**config.mk**
```make
export PLATFORM = sky130hd
export DESIGN_NAME = rename_top
export DESIGN_NICKNAME = d
export VERILOG_FILES = /design/src/source/rename_pkg.sv /design/src/source/rename_if.sv /design/src/source/rename_top.sv /design/src/source/rename_dispatch.sv /design/src/source/free_list.sv /design/src/source/map_table.sv
export VERILOG_INCLUDE_DIRS = /design/src /design/src/source
export SDC_FILE = /design/constraint.sdc
export NUM_CORES = 1
export LEC_CHECK = 0
export BUFFER_PORTS_ARGS = -buffer_cell sky130_fd_sc_hd__buf_2
export CAP_MARGIN = 20
export CORE_MARGIN = 2
export CORE_UTILIZATION = 56
export DETAILED_ROUTE_END_ITERATION = 7
export GPL_TIMING_DRIVEN = 0
export PLACE_DENSITY = 0.75
export SYNTH_ARGS = -nofsm -noshare
export SYNTH_HDL_FRONTEND = slang
export SYNTH_SLANG_ARGS = --single-unit
```
**constraint.sdc**
```tcl
create_clock -name clk -period 2.74 [get_ports clk]
set_input_delay 0.411 -clock clk [delete_from_list [all_inputs] [get_ports clk]]
set_output_delay 0.411 -clock clk [all_outputs]
set_load 0.05 [all_outputs]
```
**src/source/rename_defs.svh**
```systemverilog
// Rename stage sizing macros for register counts and index widths.
`ifndef RENAME_DEFS_SVH
`define RENAME_DEFS_SVH

// Architectural register file.
`define ARCH_REGS 8
`define AREG_W    3

// Physical register file, one tag per entry.
`define PHYS_REGS 16
`define PREG_W    4

// Free-list occupancy, holds 0 to PHYS_REGS.
`define FL_CNT_W  5

`endif
```
**src/source/rename_pkg.sv**
```systemverilog
// Rename package with the register index, tag, occupancy and recovery types.
`default_nettype none

`include "rename_defs.svh"

package rename_pkg;

  // Architectural register index, 0 to ARCH_REGS-1.
  typedef logic [`AREG_W-1:0] areg_t;

  // Physical register tag.
  typedef logic [`PREG_W-1:0] preg_t;

  // Free-list count, also used for the wrapping queue pointers.
  typedef logic [`FL_CNT_W-1:0] fl_cnt_t;

  // Recovery mode of the map table and the free list.
  typedef enum logic {
    REC_NORMAL,   // Regular rename, wakeup and commit.
    REC_RESTORE   // Mispredict, reload from the checkpoint.
  } rec_state_t;

endpackage

`default_nettype wire

```
**src/source/rename_if.sv**
```systemverilog
// Dispatch to map table interface carrying lookups, the new mapping and the checkpoint strobe.
`default_nettype none

interface rename_if;

  // Driven by the dispatch block.
  rename_pkg::areg_t opa_idx;    // Operand A lookup.
  rename_pkg::areg_t opb_idx;    // Operand B lookup.
  rename_pkg::areg_t dest_idx;   // Destination lookup and write index.
  rename_pkg::preg_t new_preg;   // Tag from the free list.
  logic              wr_en;      // Request accepted this cycle.
  logic              chk_save;   // Branch accepted, snapshot after the write.

  // Driven by the map table, combinational.
  rename_pkg::preg_t opa_preg;
  rename_pkg::preg_t opb_preg;
  logic              opa_rdy;    // Includes same-cycle CDB bypass.
  logic              opb_rdy;
  rename_pkg::preg_t old_preg;   // Previous mapping of dest_idx.

  modport disp (
    output opa_idx, opb_idx, dest_idx, new_preg, wr_en, chk_save,
    input  opa_preg, opb_preg, opa_rdy, opb_rdy, old_preg
  );

  // Map table side.
  modport tbl (
    input  opa_idx, opb_idx, dest_idx, new_preg, wr_en, chk_save,
    output opa_preg, opb_preg, opa_rdy, opb_rdy, old_preg
  );

endinterface

`default_nettype wire

```
**src/source/rename_top.sv**
```systemverilog
// Register rename stage top level joining map table, free list and dispatch.
`default_nettype none

module rename_top (
  input  logic              clk,
  input  logic              rst,
  input  logic              req_valid_i,     // Rename request.
  output logic              req_ready_o,
  input  rename_pkg::areg_t opa_idx_i,
  input  rename_pkg::areg_t opb_idx_i,
  input  rename_pkg::areg_t dest_idx_i,
  input  logic              is_branch_i,     // Take the checkpoint.
  input  logic              cdb_valid_i,     // Completion broadcast.
  input  rename_pkg::preg_t cdb_preg_i,
  input  logic              commit_valid_i,  // Old tag returned at retirement.
  input  rename_pkg::preg_t commit_preg_i,
  input  logic              mispredict_i,    // Restore the checkpoint.
  input  logic              out_ready_i,
  output logic              out_valid_o,     // Rename packet.
  output rename_pkg::preg_t out_opa_preg_o,
  output logic              out_opa_rdy_o,
  output rename_pkg::preg_t out_opb_preg_o,
  output logic              out_opb_rdy_o,
  output rename_pkg::preg_t out_dest_preg_o,
  output rename_pkg::preg_t out_old_preg_o
);

  logic              alloc_en;
  rename_pkg::preg_t alloc_preg;
  logic              fl_empty;

  rename_if rn_if ();

  map_table i_map_table (
    .clk          (clk),
    .rst          (rst),
    .rn           (rn_if.tbl),
    .cdb_valid_i  (cdb_valid_i),
    .cdb_preg_i   (cdb_preg_i),
    .mispredict_i (mispredict_i)
  );

  free_list i_free_list (
    .clk            (clk),
    .rst            (rst),
    .alloc_en_i     (alloc_en),
    .alloc_preg_o   (alloc_preg),
    .empty_o        (fl_empty),
    .commit_valid_i (commit_valid_i),
    .commit_preg_i  (commit_preg_i),
    .chk_save_i     (rn_if.chk_save),   // Same strobe the table snapshots on.
    .mispredict_i   (mispredict_i)
  );

  rename_dispatch i_rename_dispatch (
    .clk             (clk),
    .rst             (rst),
    .req_valid_i     (req_valid_i),
    .req_ready_o     (req_ready_o),
    .opa_idx_i       (opa_idx_i),
    .opb_idx_i       (opb_idx_i),
    .dest_idx_i      (dest_idx_i),
    .is_branch_i     (is_branch_i),
    .rn              (rn_if.disp),
    .alloc_en_o      (alloc_en),
    .alloc_preg_i    (alloc_preg),
    .empty_i         (fl_empty),
    .cdb_valid_i     (cdb_valid_i),
    .cdb_preg_i      (cdb_preg_i),
    .mispredict_i    (mispredict_i),
    .out_ready_i     (out_ready_i),
    .out_valid_o     (out_valid_o),
    .out_opa_preg_o  (out_opa_preg_o),
    .out_opa_rdy_o   (out_opa_rdy_o),
    .out_opb_preg_o  (out_opb_preg_o),
    .out_opb_rdy_o   (out_opb_rdy_o),
    .out_dest_preg_o (out_dest_preg_o),
    .out_old_preg_o  (out_old_preg_o)
  );

endmodule

`default_nettype wire

```
**src/source/rename_dispatch.sv**
```systemverilog
// Rename dispatch accepting requests and registering the combined rename packet.
`default_nettype none

module rename_dispatch (
  input  logic              clk,
  input  logic              rst,
  input  logic              req_valid_i,
  output logic              req_ready_o,
  input  rename_pkg::areg_t opa_idx_i,
  input  rename_pkg::areg_t opb_idx_i,
  input  rename_pkg::areg_t dest_idx_i,
  input  logic              is_branch_i,
  rename_if.disp            rn,               // Map table lookups and write.
  output logic              alloc_en_o,       // Pop the free list.
  input  rename_pkg::preg_t alloc_preg_i,
  input  logic              empty_i,
  input  logic              cdb_valid_i,      // Wakeup for a held packet.
  input  rename_pkg::preg_t cdb_preg_i,
  input  logic              mispredict_i,
  input  logic              out_ready_i,
  output logic              out_valid_o,
  output rename_pkg::preg_t out_opa_preg_o,
  output logic              out_opa_rdy_o,
  output rename_pkg::preg_t out_opb_preg_o,
  output logic              out_opb_rdy_o,
  output rename_pkg::preg_t out_dest_preg_o,
  output rename_pkg::preg_t out_old_preg_o
);

  logic accept;   // Request taken this cycle.

  // Room when the register is empty or draining this cycle.
  assign req_ready_o = !empty_i && !mispredict_i && (!out_valid_o || out_ready_i);
  assign accept      = req_valid_i && req_ready_o;

  assign rn.opa_idx  = opa_idx_i;
  assign rn.opb_idx  = opb_idx_i;
  assign rn.dest_idx = dest_idx_i;
  assign rn.new_preg = alloc_preg_i;
  assign rn.wr_en    = accept;
  assign rn.chk_save = accept && is_branch_i;   // Snapshot on a branch.
  assign alloc_en_o  = accept;

  // Output valid.
  always_ff @(posedge clk) begin
    if (rst) begin
      out_valid_o <= 1'b0;
    end else if (mispredict_i) begin
      out_valid_o <= 1'b0;                      // Wrong-path packet dropped.
    end else if (accept) begin
      out_valid_o <= 1'b1;
    end else if (out_ready_i) begin
      out_valid_o <= 1'b0;
    end
  end

  // Packet payload.
  always_ff @(posedge clk) begin
    if (accept) begin
      out_opa_preg_o  <= rn.opa_preg;
      out_opa_rdy_o   <= rn.opa_rdy;
      out_opb_preg_o  <= rn.opb_preg;
      out_opb_rdy_o   <= rn.opb_rdy;
      out_dest_preg_o <= alloc_preg_i;
      out_old_preg_o  <= rn.old_preg;
    end else if (cdb_valid_i) begin
      // A stalled packet tracks completions.
      if (cdb_preg_i == out_opa_preg_o) begin
        out_opa_rdy_o <= 1'b1;
      end
      if (cdb_preg_i == out_opb_preg_o) begin
        out_opb_rdy_o <= 1'b1;
      end
    end
  end

endmodule

`default_nettype wire

```
**src/source/free_list.sv**
```systemverilog
// Free list as a circular queue of physical tags with commit return and a saved head.
`default_nettype none

`include "rename_defs.svh"

module free_list (
  input  logic              clk,
  input  logic              rst,
  input  logic              alloc_en_i,      // Pop the head.
  output rename_pkg::preg_t alloc_preg_o,    // Head entry, valid when not empty.
  output logic              empty_o,
  input  logic              commit_valid_i,  // Push at the tail.
  input  rename_pkg::preg_t commit_preg_i,
  input  logic              chk_save_i,      // Branch renamed this cycle.
  input  logic              mispredict_i     // Roll the head back.
);

  rename_pkg::rec_state_t rec_state;

  rename_pkg::preg_t fifo_q [`PHYS_REGS];

  // Pointers carry a wrap bit above the index so that full and empty differ.
  rename_pkg::fl_cnt_t head_q;
  rename_pkg::fl_cnt_t tail_q;
  rename_pkg::fl_cnt_t chk_head_q;
  rename_pkg::fl_cnt_t count_q;
  rename_pkg::fl_cnt_t head_nxt;
  rename_pkg::fl_cnt_t tail_nxt;

  assign rec_state = mispredict_i ? rename_pkg::REC_RESTORE : rename_pkg::REC_NORMAL;

  assign head_nxt = head_q + rename_pkg::fl_cnt_t'(alloc_en_i);
  assign tail_nxt = tail_q + rename_pkg::fl_cnt_t'(commit_valid_i);

  assign alloc_preg_o = fifo_q[head_q[`PREG_W-1:0]];
  assign empty_o      = (count_q == '0);

  // Queue storage, preloaded with the tags not in the reset map.
  always_ff @(posedge clk) begin
    if (rst) begin
      for (int i = 0; i < `PHYS_REGS; i++) begin
        fifo_q[i] <= rename_pkg::preg_t'(i + `ARCH_REGS);
      end
    end else if (commit_valid_i) begin
      fifo_q[tail_q[`PREG_W-1:0]] <= commit_preg_i;
    end
  end

  always_ff @(posedge clk) begin
    if (rst) begin
      head_q     <= '0;
      tail_q     <= rename_pkg::fl_cnt_t'(`ARCH_REGS);
      count_q    <= rename_pkg::fl_cnt_t'(`ARCH_REGS);
      chk_head_q <= '0;
    end else begin
      tail_q <= tail_nxt;                          // Commits append in both modes.
      case (rec_state)
        rename_pkg::REC_NORMAL: begin
          head_q  <= head_nxt;
          count_q <= count_q + rename_pkg::fl_cnt_t'(commit_valid_i)
                     - rename_pkg::fl_cnt_t'(alloc_en_i);
          if (chk_save_i && alloc_en_i) begin
            chk_head_q <= head_nxt;                // Head past the branch's own tag.
          end
        end
        rename_pkg::REC_RESTORE: begin
          head_q  <= chk_head_q;
          count_q <= tail_nxt - chk_head_q;        // Includes commits since the snapshot.
        end
        default: begin
          head_q <= head_q;
        end
      endcase
    end
  end

endmodule

`default_nettype wire

```
**src/source/map_table.sv**
```systemverilog
// Map table holding a tag and ready bit per architectural register, with one checkpoint.
`default_nettype none

`include "rename_defs.svh"

module map_table (
  input  logic              clk,
  input  logic              rst,
  rename_if.tbl             rn,            // Lookups and writes from dispatch.
  input  logic              cdb_valid_i,   // CDB broadcast strobe.
  input  rename_pkg::preg_t cdb_preg_i,    // Tag that just completed.
  input  logic              mispredict_i   // Restore from the checkpoint.
);

  rename_pkg::rec_state_t rec_state;

  // Live map and ready bits.
  rename_pkg::preg_t [`ARCH_REGS-1:0] map_q;
  rename_pkg::preg_t [`ARCH_REGS-1:0] map_d;
  logic [`ARCH_REGS-1:0]              rdy_q;
  logic [`ARCH_REGS-1:0]              rdy_d;

  // Single checkpoint, taken on a branch rename.
  rename_pkg::preg_t [`ARCH_REGS-1:0] chk_map_q;
  logic [`ARCH_REGS-1:0]              chk_rdy_q;

  logic [`ARCH_REGS-1:0] cdb_hit;       // Live entries holding the CDB tag.
  logic [`ARCH_REGS-1:0] chk_cdb_hit;   // Checkpoint entries holding the CDB tag.

  assign rec_state = mispredict_i ? rename_pkg::REC_RESTORE : rename_pkg::REC_NORMAL;

  // Tag compare against every entry, live and saved.
  always_comb begin
    for (int i = 0; i < `ARCH_REGS; i++) begin
      cdb_hit[i]     = cdb_valid_i && (map_q[i] == cdb_preg_i);
      chk_cdb_hit[i] = cdb_valid_i && (chk_map_q[i] == cdb_preg_i);
    end
  end

  // Reads come straight from the current contents.
  assign rn.opa_preg = map_q[rn.opa_idx];
  assign rn.opb_preg = map_q[rn.opb_idx];
  assign rn.old_preg = map_q[rn.dest_idx];   // Freed later at retirement.

  // A tag finishing this cycle reads as ready at once.
  assign rn.opa_rdy = rdy_q[rn.opa_idx] | cdb_hit[rn.opa_idx];
  assign rn.opb_rdy = rdy_q[rn.opb_idx] | cdb_hit[rn.opb_idx];

  // Next-state selection.
  always_comb begin
    map_d = map_q;
    rdy_d = rdy_q;
    case (rec_state)
      rename_pkg::REC_NORMAL: begin
        rdy_d = rdy_q | cdb_hit;                  // Wakeup.
        if (rn.wr_en) begin
          map_d[rn.dest_idx] = rn.new_preg;
          rdy_d[rn.dest_idx] = 1'b0;              // New producer, write beats wakeup.
        end
      end
      rename_pkg::REC_RESTORE: begin
        map_d = chk_map_q;                        // Single-cycle rollback.
        rdy_d = chk_rdy_q | chk_cdb_hit;          // Keep a completion seen this cycle.
      end
      default: begin
        map_d = map_q;
        rdy_d = rdy_q;
      end
    endcase
  end

  // Live state.
  always_ff @(posedge clk) begin
    if (rst) begin
      for (int i = 0; i < `ARCH_REGS; i++) begin
        map_q[i] <= rename_pkg::preg_t'(i);       // Identity mapping.
      end
      rdy_q <= '1;                                // Everything committed.
    end else begin
      map_q <= map_d;
      rdy_q <= rdy_d;
    end
  end

  // Checkpoint state.
  always_ff @(posedge clk) begin
    if (rst) begin
      for (int i = 0; i < `ARCH_REGS; i++) begin
        chk_map_q[i] <= rename_pkg::preg_t'(i);   // Matches the reset map.
      end
      chk_rdy_q <= '1;
    end else if (rn.wr_en && rn.chk_save) begin
      chk_map_q <= map_d;                         // Snapshot includes the branch's own write.
      chk_rdy_q <= rdy_d;
    end else begin
      // Saved producers may complete before the branch resolves.
      chk_rdy_q <= chk_rdy_q | chk_cdb_hit;
    end
  end

endmodule

`default_nettype wire

```
Word level (Yosys, flattened, before mapping)
Memories as Yosys holds them, arrays and structs flattened. A register that Yosys moved wholly into a read port is not among the register bits.
Cells that the tools add are included.
{"block": "classes", "n_eq_ne": 18, "n_reduce_logical": 36, "n_bitwise": 7, "order_cmp": 4, "addsub": 5, "n_mux": 44}
{"op": "4-bit equality test", "n": 18}
{"op": "32-bit one-hot mux with 2 select lines", "n": 1}
{"op": "4-bit binary-select mux with 3-bit select", "n": 3}
{"op": "32-bit bitwise mux", "n": 1}
{"op": "32-bit two-way mux", "n": 1}
{"op": "4-bit two-way mux", "n": 7}
{"op": "1-bit logical AND", "n": 22}
{"op": "1-bit two-way mux", "n": 20}
{"op": "5-bit one-hot mux with 2 select lines", "n": 2}
{"op": "8-bit two-way mux", "n": 2}
{"op": "8-bit OR", "n": 2}
{"op": "8-bit one-hot mux with 2 select lines", "n": 1}
{"op": "5-bit by 1-bit adder with 5-bit output", "n": 3}
{"op": "1-bit binary-select mux with 3-bit select", "n": 4}
{"op": "4-bit demux with 3-bit select", "n": 1}
{"op": "3-bit by 4-bit < comparator with 1-bit output, second input constant", "n": 3}
{"op": "8-bit AND", "n": 1}
{"op": "8-bit NOT", "n": 1}
{"op": "2-bit nonzero test", "n": 4}
{"op": "2-bit AND reduction", "n": 3}
{"op": "5-bit logical NOT", "n": 1}
{"op": "5-bit by 1-bit subtractor with 5-bit output", "n": 1}
{"op": "5-bit subtractor", "n": 1}
{"op": "4-bit OR reduction", "n": 1}
{"op": "7 further kinds", "n": 10}
{"block": "totals", "out_inout_bits": 20, "ram_bits": 64, "register_bits": 119, "n_memories": 1, "input_bits": 25, "word_cells": 144}
{"memory": "i_free_list.fifo_q", "words": 16, "word_bits": 4, "rd": 1, "rd_ports_with_merged_regs": 1, "wr": 16, "line": "free_list.sv:20", "source": "rename_pkg::preg_t fifo_q [`PHYS_REGS];"}

Logic depth before layout (Yosys ltp)
{"block": "depth", "ltp_word": 9, "depth_mapped": 17, "mapped_depth_nobuf": 17}

By module
From an unflattened synthesis, not the netlist that was laid out.
{"block": "unflattened", "hier_cells": 970, "hier_area_um2": 10089.7}
{"module": "map_table", "area_each_um2": 5001.0, "cells_each": 564, "n_inst": 1}
{"module": "free_list", "area_each_um2": 4241.6, "cells_each": 352, "n_inst": 1}
{"module": "rename_dispatch", "area_each_um2": 847.1, "cells_each": 54, "n_inst": 1}

Least setup slack after synthesis
Ideal clock, no wire load.
{"block": "synth_timing", "path_type": "register to register", "startpoint": "register i_free_list.count_q[2]", "endpoint": "register i_free_list.count_q[4]", "path_buffers": 0, "path_stages_with_launch": 18, "setup_time_ns": 0.116, "path_slack_ns": -1.332, "arrival_time_ns": 3.955, "required_time_ns": 2.624, "path_cell_list": "dfxtp_1 -> inv_1 -> ha_1 -> nor4b_2 -> nor3_1 -> nand2_1 -> inv_2 -> ha_1 -> inv_1 -> ha_1 -> inv_1 -> fa_1 -> inv_1 -> a21oi_1 -> nor2_1 -> nor2_1 -> xnor2_1 -> o211a_1"}
{"block": "synth_between", "elab_chain_cells": 7, "word_cells_on_any_way": 8}
{"item": "start: declaration", "line": "free_list.sv:26", "source": "rename_pkg::fl_cnt_t count_q;"}
{"item": "start signal: assignment", "line": "free_list.sv:53", "source": "count_q <= rename_pkg::fl_cnt_t'(`ARCH_REGS);"}
{"item": "start signal: assignment", "line": "free_list.sv:60", "source": "count_q <= count_q + rename_pkg::fl_cnt_t'(commit_valid_i)"}
{"item": "start signal: assignment", "line": "free_list.sv:68", "source": "count_q <= tail_nxt - chk_head_q;"}
{"item": "5-bit logical NOT", "line": "free_list.sv:36", "source": "assign empty_o = (count_q == '0);"}
{"item": "1-bit logical NOT", "line": "rename_dispatch.sv:33", "source": "assign req_ready_o = !empty_i && !mispredict_i && (!out_valid_o || out_ready_i);"}
{"item": "1-bit logical AND (2 in a row)", "line": "rename_dispatch.sv:33"}
{"item": "net req_ready_o", "line": "rename_top.sv:8", "source": "output logic req_ready_o,"}
{"item": "1-bit logical AND", "line": "rename_dispatch.sv:34", "source": "assign accept = req_valid_i && req_ready_o;"}
{"item": "net alloc_en", "line": "rename_top.sv:28", "source": "logic alloc_en;"}
{"item": "5-bit by 1-bit subtractor with 5-bit output", "line": "free_list.sv:61", "source": "- rename_pkg::fl_cnt_t'(alloc_en_i);"}
{"item": "5-bit one-hot mux with 2 select lines", "line": "free_list.sv:57", "source": "case (rec_state)"}
The timed path passes the listed nets, and every way through them passes these cells.
A chain may end at the register's enable or synchronous reset.

Worst setup path in the final report
{"block": "layout_timing", "startpoint": "register i_free_list.count_q[2]", "endpoint": "register i_free_list.count_q[4]"}
{"block": "layout_between", "elab_chain_cells": 7, "word_cells_on_any_way": 8}
{"item": "5-bit logical NOT", "line": "free_list.sv:36"}
{"item": "1-bit logical NOT", "line": "rename_dispatch.sv:33"}
{"item": "1-bit logical AND (2 in a row)", "line": "rename_dispatch.sv:33"}
{"item": "1-bit logical AND", "line": "rename_dispatch.sv:34"}
{"item": "net alloc_en", "line": "rename_top.sv:28"}
{"item": "5-bit by 1-bit subtractor with 5-bit output", "line": "free_list.sv:61"}
{"item": "5-bit one-hot mux with 2 select lines", "line": "free_list.sv:57"}
The timed path passes the listed nets, and every way through them passes these cells.

==> results.md <==
- RSZ-0062 raised after global routing: true
- DP Area: approximately 10000 µm²
- Core Region: 17300 µm²
- Hold_ws: about 280 ps
- Top-count cell post-synth: nor2_1
- Placed Cells: 1246
- Failing checks: negative setup slack
- PD cells: slightly above 600 nW/µm²
- Leak: 4.20 nW
- Netlist cell types: 63
- Avg Cell Area, Syn: 10.0 µm²
- Die ar.: between 15000 and 20000 µm²
- Final Max Tran Viols: 0
- Total GRT Usage: 31.7%
- Mapped Area: 9890 µm²
- Gate count of the mapped netlist: just under 1000
- CP bufs+invs: 5
- Share of power burned in registers: 45.8%
- WP data required: 3070 ps
- Worst min-delay path category: in -> reg
- IO Pins: 45
- Num rows: 48
- Clk_lat worst skew: 440 ps
- H-tree levels: 4
- TritonCTS clock tree: done
- Largest net degree at the start of global routing: 24
- Cell family with most CP delay: adder cells
- FMAX: 355 MHz
- Clock share of power: 36.7%
- Initial core utilization: a little under three fifths
- Post-layout min period: 2810 ps
- Clock buffer count from CTS: 17
- DIE HEIGHT: 137 µm
- DRC viols: 0
- TritonRoute pass-1 iters: 5
- Status: complete, but fails checks
- Syn Nets: 1026
- Dominant cell type by area after synthesis: edfxtp_1
- GRT met1 Usage: 42.2%
- Final Util: 64.6%
- Synth area leaders: edfxtp_1 (25%), dfxtp_1 (20%), mux4_2 (5.7%), xor2_1 (5.3%), nor2_1 (4.4%)
- Routability-driven placement congestion ratio: 0.957
- CTS sink cnt: ~180
- Port bufs: 36
- Diodes inserted: 0
- Final HPWL DP: 20500 µm
- Sw Share: 29.6%
- Global-route wire length before repair: 43600 µm
- Critical path class: reg -> reg
- Endpoint class of the critical path: register
- Share of layout cells above drive strength 1: 17.8%
- FF+latch count, synth: 183
- Place WS: -261 ps
- Pwr Total: 6.76 mW
- Via count: a little over 8000
- Grt ovf: 0
- Clk buf depth: 2
- Max IR drop VDD: 513 µV
- Post-synth EDFFs: 82
- Setup_tns: -111 ps
- Drt total wl: 28700 µm
- Crit-path cells: inv_2, ha_4, nor4b_4, nor3_4, nand2_4, clkinv_8, ha_4, inv_4, ha_4, inv_2, fa_2, inv_2, a21oi_2, nor2_1, nor2_1, xnor2_1, o211a_1
- GR Layer Usage met3: 7.59%
- Comb power frac: 17.5%
- P_sw: 2.01 mW
- Period utilization: 103%
- Number of synthesis warnings: 0
- Die width: ~140 µm
- Final ANT Viol Nets: 0
- Synth Flop Type: dfxtp_1
- Vias in the first global route: 7816
- Final instance area: roughly 11000 µm²
- Slowest stage delay, CP: 450 ps
- Setup ws final: -74.5 ps
- Vias per Instance: 6.25
- Max_cap viols: 0
- Setup-failing EPs final: 2
- Starting DRT DRC Count: 999
- Fin cells: around 1300
- Drt wl/cell: 22.3 µm
- Slew headroom: between 40% and 50%
- Net count, final: around 1100
- Crit-path max FO: 8
- Antenna violations before repair: 0
- Synth-to-Final Area Change: 12.9%
- Reg clk slew, reported paths: around 80 ps
- Fraction of registers with async set/reset: 0%
- Crit-path slowest cell: nor4b_4
- Synth top cells by count: nor2_1 (115), dfxtp_1 (101), nand2_1 (97)
- Int Pwr: 4.76 mW
- Max Clock Skew: roughly 10 ps
- Sequential element share of the synthesized area: between 40 and 50%
- Busiest grt layer: met2
- Final hold violations: 0
- Hold buffer count at cts: 0
- Share of the synthesized area in the top cell type: 24.9%
- Measured slew at the worst slew-check pin: 789 ps
- CP arrival: 3150 ps
- Root buffer cell: clkbuf_16
- Met2 Use GR: 48.8%
- Setup crit start kind: register
## placed cells by master (no fill, tap or decap), types with 26 or more instances in the layout
cell      instances
buf_2            49
clkbuf_1         44
xor2_1           60
edfxtp_1         82
nor3_1           42
nor2_1          115
nand2_1          95
xnor2_1          26
dfxtp_1          98
o21ai_0          44
a21oi_1          39
## routing by layer
metal  part of all wire [%]  routed length, µm
met5                      0                  0
met4                    3.8               1110
met3                     10               2950
met2                     46              13100
met1                     40              11500
## final cells by class
cell class                      instances  area [µm²]
Fill cell                            1398        6130
Multi-Input combinational cell        701        5090
Sequential cell                       183        4490
Clock buffer                           18         439
Buffer                                 71         312
Tap cell                              225         282
Timing Repair Buffer                   47         263
Clock inverter                         14         153
Inverter                               30         128
Timing Repair inverter                  1        8.76
## what timing repair did
item                                    in CTS  in global routing
setup buffers                                2                  9
gates cloned                                 0                  1
pin swaps                                    1                  9
endpoints found under the setup margin      21                 21
gates resized for setup                      4                 10
## power by group through the flow
stage,registers [mW],clock network [mW],logic [mW]
global route,3.11,2.60,1.28
detailed placement,3.16,0,1.09
floorplan,3.18,0,0.742
finish,3.10,2.49,1.18
global placement,3.15,0,1.07
CTS,3.09,2.49,1.11
## worst paths after layout
kind                                       endpoint  depth (start not counted)                              start  slack, ps
max               i_free_list.count_q[4]$_SDFF_PP0_                         17  i_free_list.count_q[2]$_SDFF_PP0_        -70
min          i_free_list.fifo_q[4][2]$_SDFFCE_PN1P_                          2                   commit_preg_i[2]        280
max reg2reg       i_free_list.count_q[4]$_SDFF_PP0_                         17  i_free_list.count_q[2]$_SDFF_PP0_        -70
min reg2reg        i_free_list.tail_q[4]$_SDFF_PP0_                          2   i_free_list.tail_q[4]$_SDFF_PP0_        530
## registers in the layout (all words and copies together), names as in the netlist
signal / cells
i_free_list.chk_head_q: 5
i_free_list.head_q: 5
i_free_list.fifo_q: 64
i_free_list.count_q: 5
i_rename_dispatch.out_old_preg_o: 4
i_free_list.tail_q: 5
i_map_table.chk_rdy_q: 8
i_rename_dispatch.out_opa_preg_o: 4
i_rename_dispatch.out_opb_preg_o: 4
i_map_table.rdy_q: 8
i_map_table.map_q: 32
i_rename_dispatch.out_valid_o: 1
i_rename_dispatch.out_opb_rdy_o: 1
i_map_table.chk_map_q: 32
i_rename_dispatch.out_dest_preg_o: 4
i_rename_dispatch.out_opa_rdy_o: 1
## cells by family (layout without fill, tap and decap cells)
logic type	count (synthesis)	in the layout	share of synthesized area, %
mux	83	83	13.5
fa+ha+maj	16	16	2.18
compound gates	170	170	11.1
xor+xnor	86	86	7.62
simple gates	346	346	16.1
flops	183	183	45.4
buf+inv	101	181	4.20
Power figures use the tool's default switching activity.
